`src/source/rv_pkg.sv`:
```
package rv_pkg;

	// Machine widths
	localparam int XLEN     = 32;
	localparam int NUM_REGS = 32; // x0 included

	// Types with a fixed meaning
	typedef logic [XLEN-1:0] word_t; // Data, address or instruction
	typedef logic [4:0]      reg_addr_t;
	typedef logic [6:0]      opcode_t;
	typedef logic [2:0]      funct3_t;
	typedef logic [3:0]      alu_op_t;
	typedef logic [1:0]      wb_sel_t;
	typedef logic [3:0]      strb_t; // One bit per byte lane

	// Major opcodes of the supported subset
	localparam opcode_t OPC_R      = 7'b0110011;
	localparam opcode_t OPC_I      = 7'b0010011;
	localparam opcode_t OPC_LOAD   = 7'b0000011;
	localparam opcode_t OPC_STORE  = 7'b0100011;
	localparam opcode_t OPC_BRANCH = 7'b1100011;
	localparam opcode_t OPC_JAL    = 7'b1101111;

	// funct7 for SUB and SRA / SRAI
	localparam logic [6:0] FUNCT7_ALT = 7'b0100000;

	// ALU operation codes
	localparam alu_op_t ALU_ADD  = 4'd0;
	localparam alu_op_t ALU_SLL  = 4'd1;
	localparam alu_op_t ALU_SLT  = 4'd2;
	localparam alu_op_t ALU_SLTU = 4'd3;
	localparam alu_op_t ALU_XOR  = 4'd4;
	localparam alu_op_t ALU_SRL  = 4'd5;
	localparam alu_op_t ALU_SRA  = 4'd6;
	localparam alu_op_t ALU_OR   = 4'd7;
	localparam alu_op_t ALU_AND  = 4'd8;
	localparam alu_op_t ALU_SUB  = 4'd9;

	// Write-back sources
	localparam wb_sel_t WB_ALU  = 2'd0;
	localparam wb_sel_t WB_LOAD = 2'd1;
	localparam wb_sel_t WB_LINK = 2'd2; // PC plus four for JAL

endpackage
```
`src/source/rv_core.sv`:
```
`timescale 1ns/1ps

module rv_core (
	input  logic          clk,
	input  logic          reset,
	output rv_pkg::word_t imem_addr,
	input  rv_pkg::word_t imem_data,
	output rv_pkg::word_t dmem_addr,
	output rv_pkg::word_t dmem_wdata,
	output rv_pkg::strb_t dmem_strb,
	output logic          dmem_we,
	input  rv_pkg::word_t dmem_rdata
);
	import rv_pkg::*;

	reg_addr_t rs1, rs2, rd;
	word_t     imm;
	alu_op_t   alu_op;
	funct3_t   funct3;
	wb_sel_t   wb_sel;
	logic      sel_b, reg_wr, mem_rd, mem_wr, is_branch, is_jal;
	logic      br_taken;
	word_t     rs1_data, rs2_data;
	word_t     alu_b, alu_result;
	word_t     mem_addr; // Zero unless a load or store runs
	word_t     load_data, wb_data;
	word_t     pc, pc_plus4;

	assign imem_addr = pc;

	rv_decoder decoder_inst (
		.instr(imem_data), .rs1(rs1), .rs2(rs2), .rd(rd), .imm(imm),
		.alu_op(alu_op), .funct3(funct3), .sel_b(sel_b), .reg_wr(reg_wr),
		.mem_rd(mem_rd), .mem_wr(mem_wr), .is_branch(is_branch),
		.is_jal(is_jal), .wb_sel(wb_sel)
	);

	rv_regfile regfile_inst (
		.clk(clk), .reset(reset), .we(reg_wr), .rs1(rs1), .rs2(rs2),
		.rd(rd), .wdata(wb_data), .rs1_data(rs1_data), .rs2_data(rs2_data)
	);

	assign alu_b = sel_b ? imm : rs2_data; // Immediate or rs2

	rv_alu alu_inst (
		.a(rs1_data), .b(alu_b), .alu_op(alu_op), .funct3(funct3),
		.result(alu_result), .br_taken(br_taken)
	);

	// Data bus address stays quiet outside memory ops
	assign mem_addr = (mem_rd | mem_wr) ? alu_result : '0;

	rv_lsu lsu_inst (
		.addr(mem_addr), .store_data(rs2_data), .funct3(funct3),
		.mem_wr(mem_wr & ~reset), .dmem_addr(dmem_addr), .dmem_wdata(dmem_wdata),
		.dmem_strb(dmem_strb), .dmem_we(dmem_we), .dmem_rdata(dmem_rdata),
		.load_data(load_data)
	);

	rv_fetch fetch_inst (
		.clk(clk), .reset(reset), .is_branch(is_branch), .br_taken(br_taken),
		.is_jal(is_jal), .imm(imm), .pc(pc), .pc_plus4(pc_plus4)
	);

	// Write-back source
	always_comb begin
		case (wb_sel)
			WB_LOAD: wb_data = load_data;
			WB_LINK: wb_data = pc_plus4; // JAL link
			default: wb_data = alu_result;
		endcase
	end

endmodule

```
`src/source/rv_fetch.sv`:
```
`timescale 1ns/1ps

module rv_fetch (
	input  logic          clk,
	input  logic          reset,
	input  logic          is_branch,
	input  logic          br_taken,
	input  logic          is_jal,
	input  rv_pkg::word_t imm,
	output rv_pkg::word_t pc,
	output rv_pkg::word_t pc_plus4
);
	import rv_pkg::*;

	word_t pc_target; // PC-relative jump or branch target
	word_t pc_next;
	logic  redirect;

	assign pc_plus4  = pc + 32'd4;
	assign pc_target = pc + imm;
	assign redirect  = is_jal | (is_branch & br_taken);
	assign pc_next   = redirect ? pc_target : pc_plus4;

	// Start at address zero
	always_ff @(posedge clk) begin
		if (reset) begin
			pc <= '0;
		end else begin
			pc <= pc_next;
		end
	end

endmodule

```
`src/source/rv_lsu.sv`:
```
`timescale 1ns/1ps

module rv_lsu (
	input  rv_pkg::word_t   addr,
	input  rv_pkg::word_t   store_data,
	input  rv_pkg::funct3_t funct3,
	input  logic            mem_wr,
	output rv_pkg::word_t   dmem_addr,
	output rv_pkg::word_t   dmem_wdata,
	output rv_pkg::strb_t   dmem_strb,
	output logic            dmem_we,
	input  rv_pkg::word_t   dmem_rdata,
	output rv_pkg::word_t   load_data
);
	import rv_pkg::*;

	strb_t      lanes;    // Strobe before the write gate
	logic [7:0]  ld_byte;
	logic [15:0] ld_half;

	assign dmem_addr = addr; // Memory picks the word, lanes handled here

	// Store side, data copied into every lane
	always_comb begin
		case (funct3[1:0])
			2'b00: begin // SB
				dmem_wdata = {4{store_data[7:0]}};
				lanes      = strb_t'(4'b0001 << addr[1:0]);
			end
			2'b01: begin // SH, aligned half
				dmem_wdata = {2{store_data[15:0]}};
				lanes      = addr[1] ? 4'b1100 : 4'b0011;
			end
			2'b10: begin // SW
				dmem_wdata = store_data;
				lanes      = 4'b1111;
			end
			default: begin
				dmem_wdata = store_data;
				lanes      = '0;
			end
		endcase
	end

	assign dmem_strb = mem_wr ? lanes : '0;
	assign dmem_we   = mem_wr & (|lanes); // Bad store width writes nothing

	// Load side lane pick
	assign ld_byte = dmem_rdata[8*addr[1:0] +: 8];
	assign ld_half = addr[1] ? dmem_rdata[31:16] : dmem_rdata[15:0];

	always_comb begin
		case (funct3)
			3'b000:  load_data = {{24{ld_byte[7]}}, ld_byte};  // LB
			3'b001:  load_data = {{16{ld_half[15]}}, ld_half}; // LH
			3'b100:  load_data = {24'b0, ld_byte};             // LBU
			3'b101:  load_data = {16'b0, ld_half};             // LHU
			default: load_data = dmem_rdata;                   // LW
		endcase
	end

endmodule

```
`src/source/rv_alu.sv`:
```
`timescale 1ns/1ps

module rv_alu (
	input  rv_pkg::word_t   a,
	input  rv_pkg::word_t   b,
	input  rv_pkg::alu_op_t alu_op,
	input  rv_pkg::funct3_t funct3,
	output rv_pkg::word_t   result,
	output logic            br_taken
);
	import rv_pkg::*;

	logic [4:0] shamt; // Low five bits only
	logic       lt_s;
	logic       lt_u;

	assign shamt = b[4:0];
	assign lt_s  = $signed(a) < $signed(b);
	assign lt_u  = a < b;

	always_comb begin
		case (alu_op)
			ALU_ADD:  result = a + b;
			ALU_SUB:  result = a - b;
			ALU_SLL:  result = a << shamt;
			ALU_SLT:  result = {{(XLEN-1){1'b0}}, lt_s};
			ALU_SLTU: result = {{(XLEN-1){1'b0}}, lt_u};
			ALU_XOR:  result = a ^ b;
			ALU_SRL:  result = a >> shamt;
			ALU_SRA:  result = word_t'($signed(a) >>> shamt); // Sign fill
			ALU_OR:   result = a | b;
			ALU_AND:  result = a & b;
			default:  result = '0;
		endcase
	end

	// Branch condition; used only when the decoder flags a branch
	always_comb begin
		case (funct3)
			3'b000:  br_taken = (a == b); // BEQ
			3'b001:  br_taken = (a != b); // BNE
			3'b100:  br_taken = lt_s;     // BLT
			3'b101:  br_taken = ~lt_s;    // BGE
			3'b110:  br_taken = lt_u;     // BLTU
			3'b111:  br_taken = ~lt_u;    // BGEU
			default: br_taken = 1'b0;
		endcase
	end

endmodule

```
`src/source/rv_regfile.sv`:
```
`timescale 1ns/1ps

module rv_regfile (
	input  logic              clk,
	input  logic              reset,
	input  logic              we,
	input  rv_pkg::reg_addr_t rs1,
	input  rv_pkg::reg_addr_t rs2,
	input  rv_pkg::reg_addr_t rd,
	input  rv_pkg::word_t     wdata,
	output rv_pkg::word_t     rs1_data,
	output rv_pkg::word_t     rs2_data
);
	import rv_pkg::*;

	// x1..x31 only, x0 has no storage
	word_t regs [1:NUM_REGS-1];

	always_ff @(posedge clk) begin
		if (reset) begin
			for (int i = 1; i < NUM_REGS; i++) begin
				regs[i] <= '0;
			end
		end else if (we) begin
			regs[rd] <= wdata; // rd never zero when we is set
		end
	end

	// Async reads, old value during a same-cycle write
	assign rs1_data = (rs1 == '0) ? '0 : regs[rs1];
	assign rs2_data = (rs2 == '0) ? '0 : regs[rs2];

endmodule

```
`src/source/rv_decoder.sv`:
```
`timescale 1ns/1ps

module rv_decoder (
	input  rv_pkg::word_t     instr,
	output rv_pkg::reg_addr_t rs1,
	output rv_pkg::reg_addr_t rs2,
	output rv_pkg::reg_addr_t rd,
	output rv_pkg::word_t     imm,
	output rv_pkg::alu_op_t   alu_op,
	output rv_pkg::funct3_t   funct3,
	output logic              sel_b,
	output logic              reg_wr,
	output logic              mem_rd,
	output logic              mem_wr,
	output logic              is_branch,
	output logic              is_jal,
	output rv_pkg::wb_sel_t   wb_sel
);
	import rv_pkg::*;

	opcode_t opcode;
	logic    alt;    // funct7 selects SUB / SRA
	logic    wr_req; // Register write before the x0 check

	// funct3 to ALU code; SUB only exists in R type
	function automatic alu_op_t alu_from_funct(funct3_t f3, logic alt_sub, logic alt_sra);
		alu_op_t op;
		case (f3)
			3'b000:  op = alt_sub ? ALU_SUB : ALU_ADD;
			3'b001:  op = ALU_SLL;
			3'b010:  op = ALU_SLT;
			3'b011:  op = ALU_SLTU;
			3'b100:  op = ALU_XOR;
			3'b101:  op = alt_sra ? ALU_SRA : ALU_SRL;
			3'b110:  op = ALU_OR;
			default: op = ALU_AND;
		endcase
		return op;
	endfunction

	// Fixed field positions
	assign opcode = instr[6:0];
	assign rd     = instr[11:7];
	assign funct3 = instr[14:12];
	assign rs1    = instr[19:15];
	assign rs2    = instr[24:20];
	assign alt    = (instr[31:25] == FUNCT7_ALT);

	always_comb begin
		// Unknown opcodes fall through as a no-op
		alu_op    = ALU_ADD;
		sel_b     = 1'b0;
		wr_req    = 1'b0;
		mem_rd    = 1'b0;
		mem_wr    = 1'b0;
		is_branch = 1'b0;
		is_jal    = 1'b0;
		wb_sel    = WB_ALU;
		imm       = {{20{instr[31]}}, instr[31:20]}; // I format
		case (opcode)
			OPC_R: begin
				wr_req = 1'b1;
				alu_op = alu_from_funct(funct3, alt, alt);
			end
			OPC_I: begin
				wr_req = 1'b1;
				sel_b  = 1'b1;
				alu_op = alu_from_funct(funct3, 1'b0, alt); // Upper imm bits flag SRAI
			end
			OPC_LOAD: begin
				wr_req = 1'b1;
				sel_b  = 1'b1; // rs1 + offset
				mem_rd = 1'b1;
				wb_sel = WB_LOAD;
			end
			OPC_STORE: begin
				sel_b  = 1'b1;
				mem_wr = 1'b1;
				imm    = {{20{instr[31]}}, instr[31:25], instr[11:7]};
			end
			OPC_BRANCH: begin
				is_branch = 1'b1; // Compare rs1 with rs2
				alu_op    = ALU_SUB;
				imm       = {{19{instr[31]}}, instr[31], instr[7], instr[30:25],
					instr[11:8], 1'b0};
			end
			OPC_JAL: begin
				wr_req = 1'b1;
				is_jal = 1'b1;
				wb_sel = WB_LINK;
				imm    = {{11{instr[31]}}, instr[31], instr[19:12], instr[20],
					instr[30:21], 1'b0};
			end
			default: ;
		endcase
	end

	// x0 writes dropped here once for the whole core
	assign reg_wr = wr_req & (rd != '0);

endmodule

```
`config.mk`:
```
export PLATFORM = sky130hd
export DESIGN_NAME = rv_core
export DESIGN_NICKNAME = d
export VERILOG_FILES = /design/src/source/rv_pkg.sv /design/src/source/rv_core.sv /design/src/source/rv_fetch.sv /design/src/source/rv_lsu.sv /design/src/source/rv_alu.sv /design/src/source/rv_regfile.sv /design/src/source/rv_decoder.sv
export SDC_FILE = /design/constraint.sdc
export NUM_CORES = 2
export LEC_CHECK = 0
export ABC_AREA = 0
export ABC_CLOCK_PERIOD_IN_PS = 9750
export BUFFER_PORTS_ARGS = -buffer_cell sky130_fd_sc_hd__buf_4
export CAP_MARGIN = 40
export CORE_MARGIN = 2
export CORE_UTILIZATION = 35
export CTS_CLUSTER_DIAMETER = 150
export DETAILED_ROUTE_END_ITERATION = 6
export PLACE_DENSITY = 0.61
export SYNTH_ARGS = -nofsm -noshare
export SYNTH_HDL_FRONTEND = slang
export SYNTH_SLANG_ARGS = --single-unit
```
`constraint.sdc`:
```
create_clock -name clk -period 9.75 [get_ports clk]
set_input_delay 0.4875 -clock clk [delete_from_list [all_inputs] [get_ports clk]]
set_output_delay 0.4875 -clock clk [all_outputs]
set_load 0.01 [all_outputs]
```
-- Yosys cells after proc, flatten, opt, wreduce, memory -nomap -nowiden
Memories as Yosys holds them, arrays and structs flattened.
Cells that the tools add are included.
- $add $sub $neg: 4
- multiply operators: 0
- div/mod/pow operators: 0
- order comparisons: 2
- eq/ne operators: 29
- shift operators: 5
- muxes and demuxes: 35
- bitwise operators: 12
- reduce and logical (&&, ||, !) cells: 10
- operators with widths (operator ; number):
    $pmux W32 S10 ; 1
    $mux W32 ; 6
    $pmux W32 S2 ; 2
    $pmux W32 S4 ; 1
    $add A32 B32 Y32 ; 2
    $lt A32 B32 Y1 ; 2
    $pmux W20 S3 ; 1
    $pmux W4 S7 ; 2
    $add A32 B3 Y32 const B ; 1
    $and A32 B32 Y32 ; 1
    $eq A32 B32 Y1 ; 1
    $ne A32 B32 Y1 ; 1
    $or A32 B32 Y32 ; 1
    $reduce_or A32 Y1 ; 1
    $shiftx A32 B6 Y8 ; 1
    $shl A32 B5 Y32 ; 1
    $shr A32 B5 Y32 ; 1
    $sshr A32 B5 Y32 ; 1
    $sub A32 B32 Y32 ; 1
    $xor A32 B32 Y32 ; 1
    $pmux W4 S3 ; 2
    $eq A7 B6 Y1 const B ; 3
    $eq A4 B3 Y1 const B ; 4
    $mux W16 ; 1
    other kinds (28) ; 58
- register bits after elaboration: 32
- bits in latches: 0
- RAM bits: 992
- bits in read-only memories: 0
- input bits: 66
- output and inout port bits: 101
- logic and storage cells: 99
- memories: 1
- memories (name ; words ; bits a word ; rd ports ; clocked after memory_dff ; write ports ; RTL line ; RTL):
    regfile_inst.regs ; 31 ; 32 ; 2 ; 0 ; 31 ; rv_regfile.sv:17 ; word_t regs [1:NUM_REGS-1];

-- Logic depth before layout (Yosys ltp)
- word-level depth: 11
- depth in mapped cells: 34
- mapped depth without buffers: 23

-- Modules after synthesis
A second synthesis with hierarchy kept.
- cell total of the unflattened synthesis: 5742
- area total of the unflattened synthesis: 69843.2 sq um
- by module, submodules not included (module ; times used ; cells each ; area each (sq um) ; seq. area each (sq um)):
    rv_regfile ; 1 ; 3506 ; 54165.7 ; 30749.5
    rv_alu ; 1 ; 1262 ; 8682.1 ; 0.0
    rv_fetch ; 1 ; 478 ; 3514.6 ; 640.6
    rv_lsu ; 1 ; 212 ; 1393.8 ; 0.0
    rv_core ; 1 ; 186 ; 1390.1 ; 0.0
    rv_decoder ; 1 ; 98 ; 696.9 ; 0.0

-- Worst setup path after synthesis
No wires, ideal clock.
- kind: input to register
- from: input imem_data[20]
- to: memory regfile_inst.regs[16][14] (netlist bit) (data pin)
- library setup time: 265 ps
- arrival time: 8155 ps
- required time: 9485 ps
- path slack: 1330 ps
- cell stages on the path: 32
- path buffers: 12
- cells stage by stage: buf_2 -> buf_6 -> buf_4 -> buf_4 -> buf_4 -> buf_2 -> clkbuf_1 -> clkbuf_1 -> buf_1 -> mux4_2 -> mux4_2 -> mux2i_1 -> nor2_1 -> nand2_1 -> nand2_1 -> ha_1 -> clkbuf_1 -> or4_1 -> a21oi_1 -> a21oi_1 -> nor3_1 -> or4_1 -> nand3_1 -> a31oi_1 -> and3_1 -> a21o_1 -> clkbuf_1 -> a211oi_1 -> nor3_1 -> o41ai_1 -> buf_2 -> nor2_1
- RTL lines (element ; RTL line ; RTL):
    from (decl) ; rv_core.sv:7 ; input rv_pkg::word_t imem_data,
    to (decl) ; rv_regfile.sv:17 ;

==> results.toml <==
[global_route]
overflow = 0
grt_util_met2 = 0.450
grt_pass1_vias = 54500
grt_pass1_wl_um = 430000
grt-busiest-layer = "met2"
use_met1 = 0.390
grtUsageTotal = 0.310
grt_use_met3 = 0.109
grt_start_max_net_pins = 93
antenna_found_initial = 8

[power]
ir_drop_mv = 0.160
switching_share = 0.363
cellLeakagePower_nw = 29.0
finalPower_mw = 13.8
p_per_area_nw_per_um2 = 181
power.switching_mw = 5.02
clock_power_share = 0.303
pwr-share-comb = 0.316
power_frac_seq = 0.381
internal_power_mw = 8.82

[logic_synthesis]
synthFlopType = "edfxtp_1"
synth_edf_count = 1024
syn_area_per_cell_um2 = 11.4
synthTopCellsByCount = "nor2_1, edfxtp_1, mux4_2"
synth_cell_types = 96
netlist_area_um2 = 67200
synth_area_leaders = "edfxtp_1, mux4_2, nor2_1, mux2i_1, ha_1"
synth_cells = 5905
synth.most_common_cell = "nor2_1"
ys_ff_latch = 1056
async_flop_share = 0
netlist.area_leader.share = 0.458
synth.largest_area_cell = "edfxtp_1"
yosysWarningCount = 0
yosysSeqAreaShare = 0.467

[clocking]
cts_inserted_buffers = 108
root_buffer = "clkbuf_16"
clkTransAtPathRegs_ns = 0.07
cts_buffer_depth = 3
cts.htree.levels = 3
clock_sinks = 1056
worstSkewPairLatency_ns = 0.78
post_cts_buffers = 0
cts_tree = "yes"
cts_resized = 0
cts_hold_buf = 0

[final_layout]
final_layout_size_suffix_gt1_frac = 0.219
final_area_um2 = 76500
fin_nets = 6192
fillCellCount = 17900
syn2layout_area_growth_pct = 13.9
finalNonFillerCells = 8596
final_core_util = 0.402

[job]
maxCapViolCount = 0

[detailed_routing]
viasPerCell = 6.66
routed_wl_um = 312000
ant_nets = 0
vias = 57200
first_pass_iters = 6
drtIter0Drc = 10200
drcViolationCount = 0
routedWlPerCell_um = 36.3

[hold_path]
hold_depth = 6
min_to = "fetch_inst.pc[5]$_SDFF_PP0_"
worstHoldStart = "imem_data[25]"
hold_class = "primary input to flip-flop"

[floorplan]
coreArea_um2 = 190000
die_y_um = 442
start_util = 0.353
die_w_um = 442
rows = 160
io_pins = 167
dieArea_um2 = 195000

[placement]
placedInstanceArea_um2 = 73000
gp_congestion = 1.06
dp_slack_ns = 0.892
port_buffers = 166
dp.final_hpwl_um = 206000
dp.cells = 8387

[worst_setup_path]
r2r_cells = 24
max_stage_delay_ns = 0.80
cp_top_family = "simple AND/OR/NAND/NOR gates"
path_max_fanout = 32
critPathCaptureType = "flip-flop"
rr_startpoint = "regfile_inst.regs[11][7]$_SDFFCE_PN0P_"
cp_num_buf_inv = 8
ff2ff_setup_slack_ns = 1.73
critPathKind = "primary input to flip-flop"
cp_data_required_time_ns = 10.35
arrival_ns = 9.12
start_kind = "primary input"
reg2reg_to = "regfile_inst.regs[31][10]$_SDFFCE_PN0P_"
crit_slowest_cell = "nor4b_4"

[timing]
max_slew_margin = 0.248
fin_skew_ns = 0.0843
tns_ns = 0
finalSetupViolCount = 0
hold_violations = 0
worstMarginPinSlew_ns = 1.13
fmax_mhz = 117
fin_ws_ns = 1.23
whs_ns = 0.331
slew_violations = 0
rsz0062_at_grt = "no"
fin_crit_sh = 0.874
period_minus_slack_ns = 8.52

[outcome]
status = "completed"
==> layer usage <==
metal  up-vias  part of all wire  routed length [um]
li1      22500                 -                   -
met1     28600              0.35              109000
met2      5005              0.42              131000
met3      1159              0.15               47300
met4         6             0.079               24800
met5         -          0.000093                  29
==> area by class of cell <==
| cell class | instances | area (um2) | share of cell area |
|---|---|---|---|
| diodes | 5 | 12.5 | 0.000164 |
| repair buffers | 482 | 4200 | 0.0549 |
| inverters | 177 | 664 | 0.00869 |
| multi-input cells | 4164 | 33600 | 0.439 |
| flip-flops and latches | 1056 | 31400 | 0.410 |
| well taps | 2511 | 3140 | 0.0411 |
| clock buffers | 133 | 2800 | 0.0366 |
| clock inverters | 68 | 681 | 0.00890 |
==> tightest hold or removal path, stage by stage <==
cell     delay [ns]
buf_4          0.11
ha_1           0.17
xor2_1         0.07
nor2_1         0.08
a21oi_1        0.05
nor2_1         0.07
==> placed cells by master, fill, tap and decap left out, types with 26 or more instances in the layout <==
master and count:
a21oi_1 212, nand2_2 57, nand2_1 252, and2_1 37, o21bai_1 27, clkbuf_16 108, ha_1 133, and3_1 31
a221oi_1 31, o22ai_1 49, edfxtp_1 1024, o211ai_1 42, xnor2_1 40, a22o_1 27, mux2_2 54, nor2_1 1294
o31ai_1 27, nor3_1 58, dfxtp_1 32, inv_1 165, nand3_1 105, mux2i_1 297, nor2b_1 26, a22oi_1 97
o21ai_0 168, a21o_1 44, a31oi_1 28, buf_4 418, buf_12 28, conb_1 32, a211oi_1 61, mux4_2 488
==> how the worst max path moves through the flow <==
stage                  start                                 endpoint  slack (ns)  depth (start not counted)
2_1_floorplan  imem_data[20]  regfile_inst.regs[16][14]$_SDFFCE_PN0P_        1.33                         32
3_5_place_dp   imem_data[20]  regfile_inst.regs[20][10]$_SDFFCE_PN0P_        0.89                         28
3_3_place_gp   imem_data[21]  regfile_inst.regs[22][10]$_SDFFCE_PN0P_        0.30                         23
5_1_grt        imem_data[20]  regfile_inst.regs[31][10]$_SDFFCE_PN0P_        1.23                         28
4_1_cts        imem_data[20]  regfile_inst.regs[20][10]$_SDFFCE_PN0P_        1.65                         28
6_report       imem_data[20]  regfile_inst.regs[31][10]$_SDFFCE_PN0P_        1.23                         28
==> cells by family after synthesis <==
group           Yosys count  synth area share
xor+xnor                 65           0.00848
flops                  1056             0.467
buf+inv                 716            0.0435
simple gates           2042             0.130
other cells               1         0.0000558
fa+ha+maj               137            0.0259
compound gates         1049             0.108
mux                     839             0.217
==> registers in the layout, summed over array words and instances, names as in the netlist <==
signal	count
fetch_inst.pc	32
regfile_inst.regs	1024
==> power by group through the flow <==
stage	Clock (mW)	Combinational [mW]	Sequential, mW
finish	4.20	4.37	5.27
detailed placement	0	4.16	5.36
global placement	0	4.06	5.34
CTS	4.19	4.17	5.26
global route	4.36	4.47	5.28
floorplan	0	2.35	5.32
No activity file was read; power rests on OpenSTA's default activity.
